## config.mk

```make
export PLATFORM = sky130hd
export DESIGN_NAME = serial_div_top
export DESIGN_NICKNAME = d
export VERILOG_FILES = /design/src/design/serial_div_pkg.sv /design/src/design/len_if.sv /design/src/design/sub_if.sv /design/src/design/bit_length_counter.sv /design/src/design/serial_subtractor.sv /design/src/design/div_control.sv /design/src/design/serial_div_top.sv
export SDC_FILE = /design/constraint.sdc
export NUM_CORES = 1
export LEC_CHECK = 0
export BUFFER_PORTS_ARGS = -buffer_cell sky130_fd_sc_hd__buf_4
export CORE_MARGIN = 1.5
export CORE_UTILIZATION = 41
export DETAILED_ROUTE_END_ITERATION = 8
export GPL_TIMING_DRIVEN = 0
export PLACE_DENSITY = 0.58
export SYNTH_ARGS = -nofsm -noshare
export SYNTH_HDL_FRONTEND = slang
export SYNTH_HIERARCHICAL = 1
export SYNTH_SLANG_ARGS = --single-unit
```

## constraint.sdc

```tcl
create_clock -name clk -period 10.2 [get_ports clk]
set_input_delay 1.02 -clock clk [delete_from_list [all_inputs] [get_ports clk]]
set_output_delay 1.02 -clock clk [all_outputs]
set_load 0.01 [all_outputs]
```

## src/design/serial_div_pkg.sv

```systemverilog
package serial_div_pkg;

    // operand width of the divider
    localparam int WORD_W = 64;

    // width of a bit-length count
    // holds 0 up to WORD_W
    localparam int LEN_W = 8;

    // dividend, divisor, quotient, remainder and difference words
    typedef logic [WORD_W-1:0] word_t;

    // number of significant bits in one operand
    typedef logic [LEN_W-1:0] len_t;

    // division controller states
    typedef enum logic [2:0] {
        // waiting for the first start after reset
        st_idle,
        // both bit-length counters running
        st_measure,
        // launch one trial subtraction
        st_trial,
        // serial subtractor busy
        st_wait_sub,
        // results valid and held
        st_done
    } div_state_t;

endpackage

```

## src/design/len_if.sv

```systemverilog
`timescale 1ns/1ns

// controller to one bit-length counter
interface len_if;
    import serial_div_pkg::*;

    // one-cycle request
    logic  start;
    // operand, held stable until done
    word_t value;
    // valid on done, held afterwards
    len_t  length;
    // one-cycle completion pulse
    logic  done;

    modport ctrl (output start, value, input length, done);
    modport counter (input start, value, output length, done);

endinterface

```

## src/design/sub_if.sv

```systemverilog
`timescale 1ns/1ns

// controller to the slice-serial subtractor
interface sub_if;
    import serial_div_pkg::*;

    // one-cycle request
    logic  start;
    // operands, held from start to done
    word_t minuend;
    word_t subtrahend;
    // minuend - subtrahend, valid with done
    word_t diff;
    // high when minuend >= subtrahend
    logic  no_borrow;
    // one-cycle completion pulse
    logic  done;

    modport ctrl (output start, minuend, subtrahend, input diff, no_borrow, done);
    modport sub (input start, minuend, subtrahend, output diff, no_borrow, done);

endinterface

```

## src/design/bit_length_counter.sv

```systemverilog
`timescale 1ns/1ns

module bit_length_counter (
    input  logic       clk,
    input  logic       rst_n,
    len_if.counter     lif
);
    import serial_div_pkg::*;

    // running bit count, ends as msb position + 1
    len_t count;
    logic busy;
    logic done_q;

    always_ff @(posedge clk) begin
        if (!rst_n) begin
            count  <= '0;
            busy   <= 1'b0;
            done_q <= 1'b0;
        end else begin
            // done is a single-cycle pulse
            done_q <= 1'b0;
            if (lif.start) begin
                // new operand, restart from zero
                count <= '0;
                busy  <= 1'b1;
            end else if (busy) begin
                // bits still left above count
                if ((lif.value >> count) != '0) begin
                    count <= len_t'(count + 1'b1);
                end else begin
                    // nothing left, count is the length
                    busy   <= 1'b0;
                    done_q <= 1'b1;
                end
            end
        end
    end

    // length stays on the last count until the next start
    assign lif.length = count;
    assign lif.done   = done_q;

endmodule

```

## src/design/serial_subtractor.sv

```systemverilog
`timescale 1ns/1ns

module serial_subtractor #(
    parameter int SLICE_W = 8
) (
    input  logic  clk,
    input  logic  rst_n,
    sub_if.sub    sif
);
    import serial_div_pkg::*;

    // slices per word and width of the slice index
    localparam int NSLICE = WORD_W / SLICE_W;
    localparam int IDX_W  = (NSLICE > 1) ? $clog2(NSLICE) : 1;

    logic             busy;
    logic [IDX_W-1:0] idx;
    logic             done_q;
    logic             last;

    // operand shifters, lowest slice sits at bit 0
    word_t            a_sh;
    word_t            b_sh;
    // carry between slices, 1 into slice 0 completes the two's complement
    logic             carry;
    logic [SLICE_W:0] slice_sum;

    // a + ~b + carry on the current slice
    assign slice_sum = {1'b0, a_sh[SLICE_W-1:0]}
                     + {1'b0, b_sh[SLICE_W-1:0]}
                     + {{SLICE_W{1'b0}}, carry};

    assign last = (idx == IDX_W'(NSLICE - 1));

    // slice sequencing
    always_ff @(posedge clk) begin
        if (!rst_n) begin
            busy   <= 1'b0;
            idx    <= '0;
            done_q <= 1'b0;
        end else begin
            done_q <= 1'b0;
            if (sif.start) begin
                busy <= 1'b1;
                idx  <= '0;
            end else if (busy) begin
                idx <= idx + 1'b1;
                if (last) begin
                    busy   <= 1'b0;
                    done_q <= 1'b1;
                end
            end
        end
    end

    // slice datapath
    always_ff @(posedge clk) begin
        if (sif.start) begin
            a_sh  <= sif.minuend;
            // subtrahend inverted once on load
            b_sh  <= ~sif.subtrahend;
            carry <= 1'b1;
        end else if (busy) begin
            a_sh  <= a_sh >> SLICE_W;
            b_sh  <= b_sh >> SLICE_W;
            carry <= slice_sum[SLICE_W];
            sif.diff[idx*SLICE_W +: SLICE_W] <= slice_sum[SLICE_W-1:0];
            // final carry out means no borrow
            if (last) begin
                sif.no_borrow <= slice_sum[SLICE_W];
            end
        end
    end

    assign sif.done = done_q;

endmodule

```

## src/design/div_control.sv

```systemverilog
`timescale 1ns/1ns

module div_control (
    input  logic                  clk,
    input  logic                  rst_n,
    input  logic                  start,
    input  serial_div_pkg::word_t dividend,
    input  serial_div_pkg::word_t divisor,
    len_if.ctrl                   len_a,
    len_if.ctrl                   len_b,
    sub_if.ctrl                   sif,
    output serial_div_pkg::word_t quotient,
    output serial_div_pkg::word_t remainder,
    output logic                  ready_n
);
    import serial_div_pkg::*;

    div_state_t state;

    // captured operands
    word_t a_reg;
    word_t b_reg;

    // lengths latched from the counters' done pulses
    len_t  len_dividend;
    len_t  len_divisor;

    // current shift of the divisor, counts down to zero
    len_t  shift_amt;

    // counter done pulses seen so far
    logic  got_a;
    logic  got_b;

    // start only taken when no division is running
    logic  accept;

    assign accept = start && ((state == st_idle) || (state == st_done));

    // counters read the captured operands directly
    assign len_a.value = a_reg;
    assign len_b.value = b_reg;

    // sequencing and result registers
    always_ff @(posedge clk) begin
        if (!rst_n) begin
            state       <= st_idle;
            ready_n     <= 1'b1;
            len_a.start <= 1'b0;
            len_b.start <= 1'b0;
            sif.start   <= 1'b0;
            got_a       <= 1'b0;
            got_b       <= 1'b0;
            shift_amt   <= '0;
            quotient    <= '0;
            remainder   <= '0;
        end else begin
            // request strobes are one cycle wide
            len_a.start <= 1'b0;
            len_b.start <= 1'b0;
            sif.start   <= 1'b0;
            case (state)
                st_idle, st_done: begin
                    if (accept) begin
                        // operands land in a_reg/b_reg this edge
                        ready_n     <= 1'b1;
                        len_a.start <= 1'b1;
                        len_b.start <= 1'b1;
                        got_a       <= 1'b0;
                        got_b       <= 1'b0;
                        state       <= st_measure;
                    end
                end
                st_measure: begin
                    // done pulses may come in either order
                    if (len_a.done) begin
                        got_a <= 1'b1;
                    end
                    if (len_b.done) begin
                        got_b <= 1'b1;
                    end
                    if (got_a && got_b) begin
                        remainder <= a_reg;
                        if (len_divisor == '0) begin
                            // divide by zero
                            quotient <= '1;
                            ready_n  <= 1'b0;
                            state    <= st_done;
                        end else if (len_dividend < len_divisor) begin
                            // dividend smaller than divisor
                            quotient <= '0;
                            ready_n  <= 1'b0;
                            state    <= st_done;
                        end else begin
                            // align divisor msb with dividend msb
                            quotient  <= '0;
                            shift_amt <= len_dividend - len_divisor;
                            state     <= st_trial;
                        end
                    end
                end
                st_trial: begin
                    // operands are loaded by the datapath block this edge
                    sif.start <= 1'b1;
                    state     <= st_wait_sub;
                end
                st_wait_sub: begin
                    if (sif.done) begin
                        // one quotient bit per trial, msb first
                        quotient <= {quotient[WORD_W-2:0], sif.no_borrow};
                        // restoring step, keep the difference only if it fit
                        if (sif.no_borrow) begin
                            remainder <= sif.diff;
                        end
                        if (shift_amt == '0) begin
                            ready_n <= 1'b0;
                            state   <= st_done;
                        end else begin
                            shift_amt <= shift_amt - 1'b1;
                            state     <= st_trial;
                        end
                    end
                end
                default: begin
                    state <= st_idle;
                end
            endcase
        end
    end

    // operand and length capture
    always_ff @(posedge clk) begin
        if (accept) begin
            a_reg <= dividend;
            b_reg <= divisor;
        end
        if (len_a.done) begin
            len_dividend <= len_a.length;
        end
        if (len_b.done) begin
            len_divisor <= len_b.length;
        end
        // trial operands held until the subtractor finishes
        if (state == st_trial) begin
            sif.minuend    <= remainder;
            sif.subtrahend <= b_reg << shift_amt;
        end
    end

endmodule

```

## src/design/serial_div_top.sv

```systemverilog
`timescale 1ns/1ns

module serial_div_top #(
    // subtractor slice width, any divisor of 64
    parameter int SLICE_W = 8
) (
    input  logic                  clk,
    input  logic                  rst_n,
    input  logic                  start,
    input  serial_div_pkg::word_t dividend,
    input  serial_div_pkg::word_t divisor,
    output serial_div_pkg::word_t quotient,
    output serial_div_pkg::word_t remainder,
    output logic                  ready_n
);

    // one length bus per operand
    len_if len_dividend_if ();
    len_if len_divisor_if ();

    // trial subtraction bus
    sub_if sub_bus ();

    // dividend bit length
    bit_length_counter i_len_dividend (
        .clk   (clk),
        .rst_n (rst_n),
        .lif   (len_dividend_if.counter)
    );

    // divisor bit length, runs alongside the dividend counter
    bit_length_counter i_len_divisor (
        .clk   (clk),
        .rst_n (rst_n),
        .lif   (len_divisor_if.counter)
    );

    // shared by every trial subtraction
    serial_subtractor #(
        .SLICE_W (SLICE_W)
    ) i_sub (
        .clk   (clk),
        .rst_n (rst_n),
        .sif   (sub_bus.sub)
    );

    // measure, then shift-subtract loop
    div_control i_ctrl (
        .clk       (clk),
        .rst_n     (rst_n),
        .start     (start),
        .dividend  (dividend),
        .divisor   (divisor),
        .len_a     (len_dividend_if.ctrl),
        .len_b     (len_divisor_if.ctrl),
        .sif       (sub_bus.ctrl),
        .quotient  (quotient),
        .remainder (remainder),
        .ready_n   (ready_n)
    );

endmodule

```

==> results.toml, run 1 <==
[sta]
fin_hold_ws_ns = 0.420
fin_crit_sh_pct = 40.4
maxSlewHeadroom_pct = 7.42
final_max_slew_viol_count = 0
setup_viol = 0
worst_pin_slew_ns = 1.38
fin_crit_ns = 4.12
fmax_mhz = 243
fin_setup_tns_ns = 0
worst_clock_skew_ns = 0.0486
finalHoldViolations = 0
rsz0062_at_grt = "no"

[floorplanning]
die_w_microns = 292
ios = 260
rows = 105
core-area_sq_mm = 0.0825
die_y_microns = 292
initial_utilization_pct = 41.6
die_area_sq_mm = 0.0855

[power]
internal-power_uw = 4640
sequentialPowerShare_pct = 47.4
combinationalPowerShare_pct = 8.8
p_per_area_mw_per_mm2 = 154
ir_drop_mv = 0.122
cellLeakagePower_uw = 0.0146
power_frac_clock_pct = 43.8
switching_power_uw = 1570
swShare_pct = 25.2

[drt]
vias_per_cell = 6.07
vias = 28400
routedWlPerCell_microns = 25.7
wl_microns = 120000
postRouteAntennaNets = 0
initialDrtViolationCount = 3264
remaining_drc_errors = 0
dr.pass1.iters = 6

[cells_and_area]
num-fill-cells = 7655
fin_nets = 3713
fin_area_sq_mm = 0.0404
mostFrequentLayoutCell = "edfxtp_1"
drive_gt1_share_pct = 19.8
area.growth.synth_to_final_pct = 17.7
layout_common_cells = "465 x edfxtp_1, 376 x nor2_1, 279 x buf_4, 272 x nand2_1, 230 x mux2i_1"
antenna-diode-count = 0

[clocking]
clkSinkCount = 635
clkLatencyLatePin_ns = 0.66
cts_resized = 0
cts_root_buf = "clkbuf_16"
clock_path_buffers = 3
hold_buffers = 0
cts.clk_slew.worst_paths_ns = 0.06
htree_levels = 3
cts_setup_buffers = 0
cts_tree = "yes"
numCtsBuffers = 72

[global_route]
grt_max_degree = 74
grt_antenna_before_repair = 4
grt_pass1_vias = 26900
grt_first_pass_wirelength_microns = 178000
grt-ovfl-total = 0
track_usage_pct = 27.4

[worst_setup_path]
required_ns = 10.69
worstPathArrival_ns = 4.61
path_class = "reg -> reg"
worst-path-max-fanout = 10
crit_path_end_kind = "flop"
reg2reg_depth = 11
critPathLaunchType = "flop"

[synth]
synth-seq-area-share_pct = 50.6
synth_ff_type = "edfxtp_1"
netlist_instances = 3209
yosys.cell_types.count = 94
synth_fp_nets = 3369
avgSynthCellArea_sq_um = 10.7
synth_warnings = 6
syn_area_sq_mm = 0.0344
async_flop_share_pct = 0
synth_edf_count = 465
ys_ff_latch = 635

[place]
placed_cell_area_sq_mm = 0.0379
io_buffers = 259
dp_hpwl_microns = 89900
gp_congestion = 0.983

[run]
cap_viol_max_count = 0

[hold_path]
hold_class = "reg -> reg"
min_path_cells = 0

[status]
status = "completed"
==> power groups by stage <==
stage | Sequential (uW) | Combinational [uW] | Clock [uW]
5_1_grt | 2940 | 584 | 2870
6_report | 2940 | 548 | 2720
3_5_place_dp | 2990 | 532 | 0
2_1_floorplan | 2940 | 345 | 0
4_1_cts | 2930 | 536 | 2770
3_3_place_gp | 3000 | 527 | 0
==> critical path, stage by stage (launching register included) <==
cell	delay, ns
dfxtp_1	0.45
buf_2	0.38
buf_2	0.37
mux4_2	0.34
a211oi_1	0.64
a31oi_1	0.20
a2111o_1	0.40
o311ai_0	0.18
a2bb2oi_1	0.25
a221oi_4	0.52
or4_1	0.18
o21ai_1	0.08
==> sequential cells by signal (all words and copies together), names as in the netlist, 3 cells and up <==
| register | flops |
|---|---|
| i_ctrl/len_dividend | 8 |
| i_ctrl/len_b.value | 64 |
| i_ctrl/len_divisor | 8 |
| i_ctrl/len_a.value | 64 |
| i_sub/b_sh | 64 |
| i_ctrl/quotient | 64 |
| i_sub/a_sh | 64 |
| i_sub/sif.diff | 64 |
| i_ctrl/remainder | 64 |
| i_ctrl/sif.subtrahend | 64 |
| i_sub/idx | 3 |
| i_ctrl/state | 3 |
| i_ctrl/sif.minuend | 64 |
| i_len_divisor/lif.length | 8 |
| i_len_dividend/lif.length | 8 |
| i_ctrl/shift_amt | 8 |
==> Yosys cell counts (16+ instances only) <==
cell	number	area share (%)
mux4_2	55	3.6
nand3_1	39	0.57
edfxtp_1	465	41
nor2_1	376	4.1
mux2i_1	230	6.7
a211oi_1	30	0.66
and2_1	25	0.46
inv_1	101	1.1
nand2_1	272	3.0
clkbuf_1	108	1.2
o31ai_1	16	0.35
mux2_2	104	3.4
o211ai_1	21	0.46
or3_1	17	0.31
o221ai_1	31	0.79
buf_6	22	0.72
dfxtp_1	170	9.9
a311oi_1	70	1.8
nor3_1	58	0.85
buf_2	67	0.98
buf_4	20	0.44
nor2b_1	65	1.2
a21oi_1	191	2.8
nand2b_1	39	0.71
o21ai_0	175	2.5
ha_1	26	0.95
o21ai_1	16	0.23
o22ai_1	62	1.1
==> per-layer routing <==
| layer | vias up | track usage, % | share of wire, % |
|---|---|---|---|
| met1 | 13800 | 39.8 | 44 |
| met4 | 4 | 8.01 | 2.7 |
| met3 | 212 | 6.13 | 10 |
| met2 | 1563 | 40.7 | 43 |
| li1 | 12800 | - | - |
| met5 | - | 0 | 0.021 |
==> final cells by class <==
type                       count  area (sq um)  share of cell area (%)
buffer                       236          1250                    3.10
clock buffer                  91          1970                    4.88
clock inverter                41           544                    1.35
inverter                     108           410                    1.02
multi-input combinational   2230         15300                    38.0
sequential                   635         17400                    43.0
tap                         1070          1340                    3.31
timing repair buffer         270          2190                    5.42
==> stage by stage <==
step | std cells | utilization (%) | power (uW) | setup WS (ns)
detailed placement | 4549 | 45.9 | 3520 | 6.25
CTS | 4681 | 49.0 | 6240 | 6.25
global placement | 4538 | 45.6 | 3520 | 0.639
global route | 4681 | 49.0 | 6400 | 5.96
floorplan | 3209 | - | 3280 | 3.95
finish | 4681 | 49.0 | 6200 | 6.08
==> final timing paths <==
| check | from | to | slack [ns] |
|---|---|---|---|
| worst min-delay path | i_len_divisor/lif.length[5] | i_ctrl/len_divisor[5] | 0.42 |
| worst max register to register | i_len_divisor/lif.length[2] | i_len_divisor/lif.length[2] | 6.08 |
| worst min register to register | i_len_divisor/lif.length[5] | i_ctrl/len_divisor[5] | 0.42 |
| worst max-delay path | i_len_divisor/lif.length[2] | i_len_divisor/lif.length[2] | 6.08 |
==> logic make-up (layout without fill, tap and decap cells) <==
logic type	after synthesis	count (layout)	synth area share [%]
xor+xnor	11	11	0.302
compound gates	815	815	16.2
flops	635	635	50.6
fa+ha+maj	29	29	1.12
simple gates	979	979	13.0
buf+inv	344	746	4.83
mux	396	396	14.0
No activity file was read; power rests on OpenSTA's default activity.
==> run 2, diff against run 1 <==
==> constraint.sdc (replaced) <==
create_clock -name clk -period 3.4 [get_ports clk]
set_input_delay 0.34 -clock clk [delete_from_list [all_inputs] [get_ports clk]]
set_output_delay 0.34 -clock clk [all_outputs]
set_load 0.01 [all_outputs]
==> results.toml, run 2 (same netlist as run 1, synthesis figures left out) <==
[sta]
fin_crit_sh_pct = 99.5
final_max_slew_viol_count = 9
fin_setup_tns_ns = 0
fin_ws_ns = 0.0175
rsz0062_at_grt = "yes"
setup_viol = 0
worst_clock_skew_ns = 0.0462
maxSlewHeadroom_pct = -1.81
fmax_mhz = 296
fin_crit_ns = 3.38
finalHoldViolations = 0
worst_pin_slew_ns = 1.52

[drt]
vias = 29300
dr.pass1.iters = 6
routedWlPerCell_microns = 25.5
vias_per_cell = 6.06
wl_microns = 123000
postRouteAntennaNets = 0
remaining_drc_errors = 0
initialDrtViolationCount = 3006

[clocking]
numCtsBuffers = 70
cts.clk_slew.worst_paths_ns = 0.06
clock_path_buffers = 3
cts_root_buf = "clkbuf_16"
clkLatencyLatePin_ns = 0.65
cts_tree = "yes"
clkSinkCount = 635
htree_levels = 3

[worst_setup_path]
worstPathArrival_ns = 3.95
crit_chain = "buf_8 > buf_6 > buf_12 > mux4_2 > a221o_1 > o32a_1 > o22ai_2 > a311oi_2 > buf_4 > buf_4 > a221o_2 > a211oi_2 > a31o_1"
required_ns = 3.97
path_class = "reg -> reg"
critPathLaunchType = "flop"
slowest_stage = "mux4_2"
crit_path_end_kind = "flop"
worst-path-max-fanout = 6
cp_common_cell = "buf_4"
critPathMaxStageDelay_ns = 0.54

[global_route]
grt_antenna_before_repair = 5
grt-ovfl-total = 0
grt_max_degree = 62
grt_pass1_vias = 27800
track_usage_pct = 27.9
grt_first_pass_wirelength_microns = 181000

[run]
cap_viol_max_count = 1

[cells_and_area]
drive_gt1_share_pct = 22.5
fin_nets = 3868
area.growth.synth_to_final_pct = 24.3
instances_no_fill = 4837
layout_common_cells = "465 x edfxtp_1, 371 x nor2_1, 303 x buf_4, 272 x nand2_1, 223 x mux2i_1"
mostFrequentLayoutCell = "edfxtp_1"

[floorplanning]
ios = 260
die_y_microns = 292
initial_utilization_pct = 41.6
rows = 105
die_area_sq_mm = 0.0855
die_w_microns = 292
core-area_sq_mm = 0.0825

[status]
violations = "max-capacitance violations, max-slew violations"
status = "finished with violations"

[place]
dp_slack_ns = -0.509
dp.cells = 4552
gp_congestion = 0.981
dp_hpwl_microns = 90400
io_buffers = 259

[power]
p_per_area_mw_per_mm2 = 429
ir_drop_mv = 0.443
cellLeakagePower_uw = 0.0154

[hold_path]
hold_class = "in -> reg"
-- run 2: cell count changes in the layout (fill, tap and decap cells not counted), moves of 9 or more --
cell | previous run | this run
nor3_1 | 58 | 47
dfxtp_1 | 170 | 161
buf_2 | 67 | 47
buf_4 | 279 | 303
dlygate4sd3_1 | 0 | 129
o21ai_0 | 175 | 165
nor3_2 | 3 | 14
buf_12 | 1 | 16
-- run 2: worst max-delay path: cells and delay by family (launching register included) --
kind	cells	cell delay [ns]
AO/OA/AOI/OAI	7	1.76
buffers and inverters	5	0.66
flip-flops	1	0.36
multiplexers	1	0.54
-- run 2: final cells by class --
type                    instances  area, sq um
multi-input cells            2230        15900
inverters                     108          409
repair buffers                429         3810
clock buffers                 107         2050
plain buffers                 234         1480
clock inverters                22          258
well taps                    1070         1340
diodes                          2         5.00
flip-flops and latches        635        17400
fillers                      7496        39800
-- run 2: per-layer routing --
metal  up-vias  wire length (microns)  track usage, %
met5         -                     16               0
met4         2                   3780            8.82
met3       264                  12300            5.89
met2      1677                  53400            41.6
met1     14300                  53600            40.2
li1      13100                      -               -
-- run 2: where the power goes --
group / switching, uW / total, uW / internal (uW)
clock network: 3190 / 7560 / 4370
registers: 324 / 8820 / 8500
logic: 1070 / 1950 / 878
-- run 2: repair_timing --
| item | in CTS | in global routing |
|---|---|---|
| setup endpoints to repair | 18 | 18 |
| resized for setup | 118 | 104 |
| pin swaps | 19 | 38 |
| gates cloned | 1 | 2 |
| hold buffers | 129 | 0 |
| endpoints found under the hold margin | 129 | 0 |
| setup buffers | 14 | 12 |
-- run 2: final timing paths --
path	from	depth (start not counted)	end	slack (ns)
setup reg to reg	i_len_dividend/lif.length[0]	13	i_len_dividend/lif.length[5]	0.02
hold / removal	start	3	i_ctrl/ready_n	0.04
hold reg to reg	i_ctrl/remainder[20]	0	i_ctrl/sif.minuend[20]	0.46
setup / recovery	i_len_dividend/lif.length[0]	13	i_len_dividend/lif.length[5]	0.02
-- run 2: through the flow --
step | hold WS [ns] | utilization [%] | total power [uW] | instance area, sq um
floorplan | 0.406 | - | 9840 | 34400
global route | 0.0434 | 51.7 | 18900 | 42700
global placement | 0.443 | 45.6 | 10600 | 37700
CTS | 0.00615 | 51.1 | 18300 | 42100
finish | 0.0417 | 51.7 | 18300 | 42700
detailed placement | 0.447 | 46.0 | 10600 | 37900
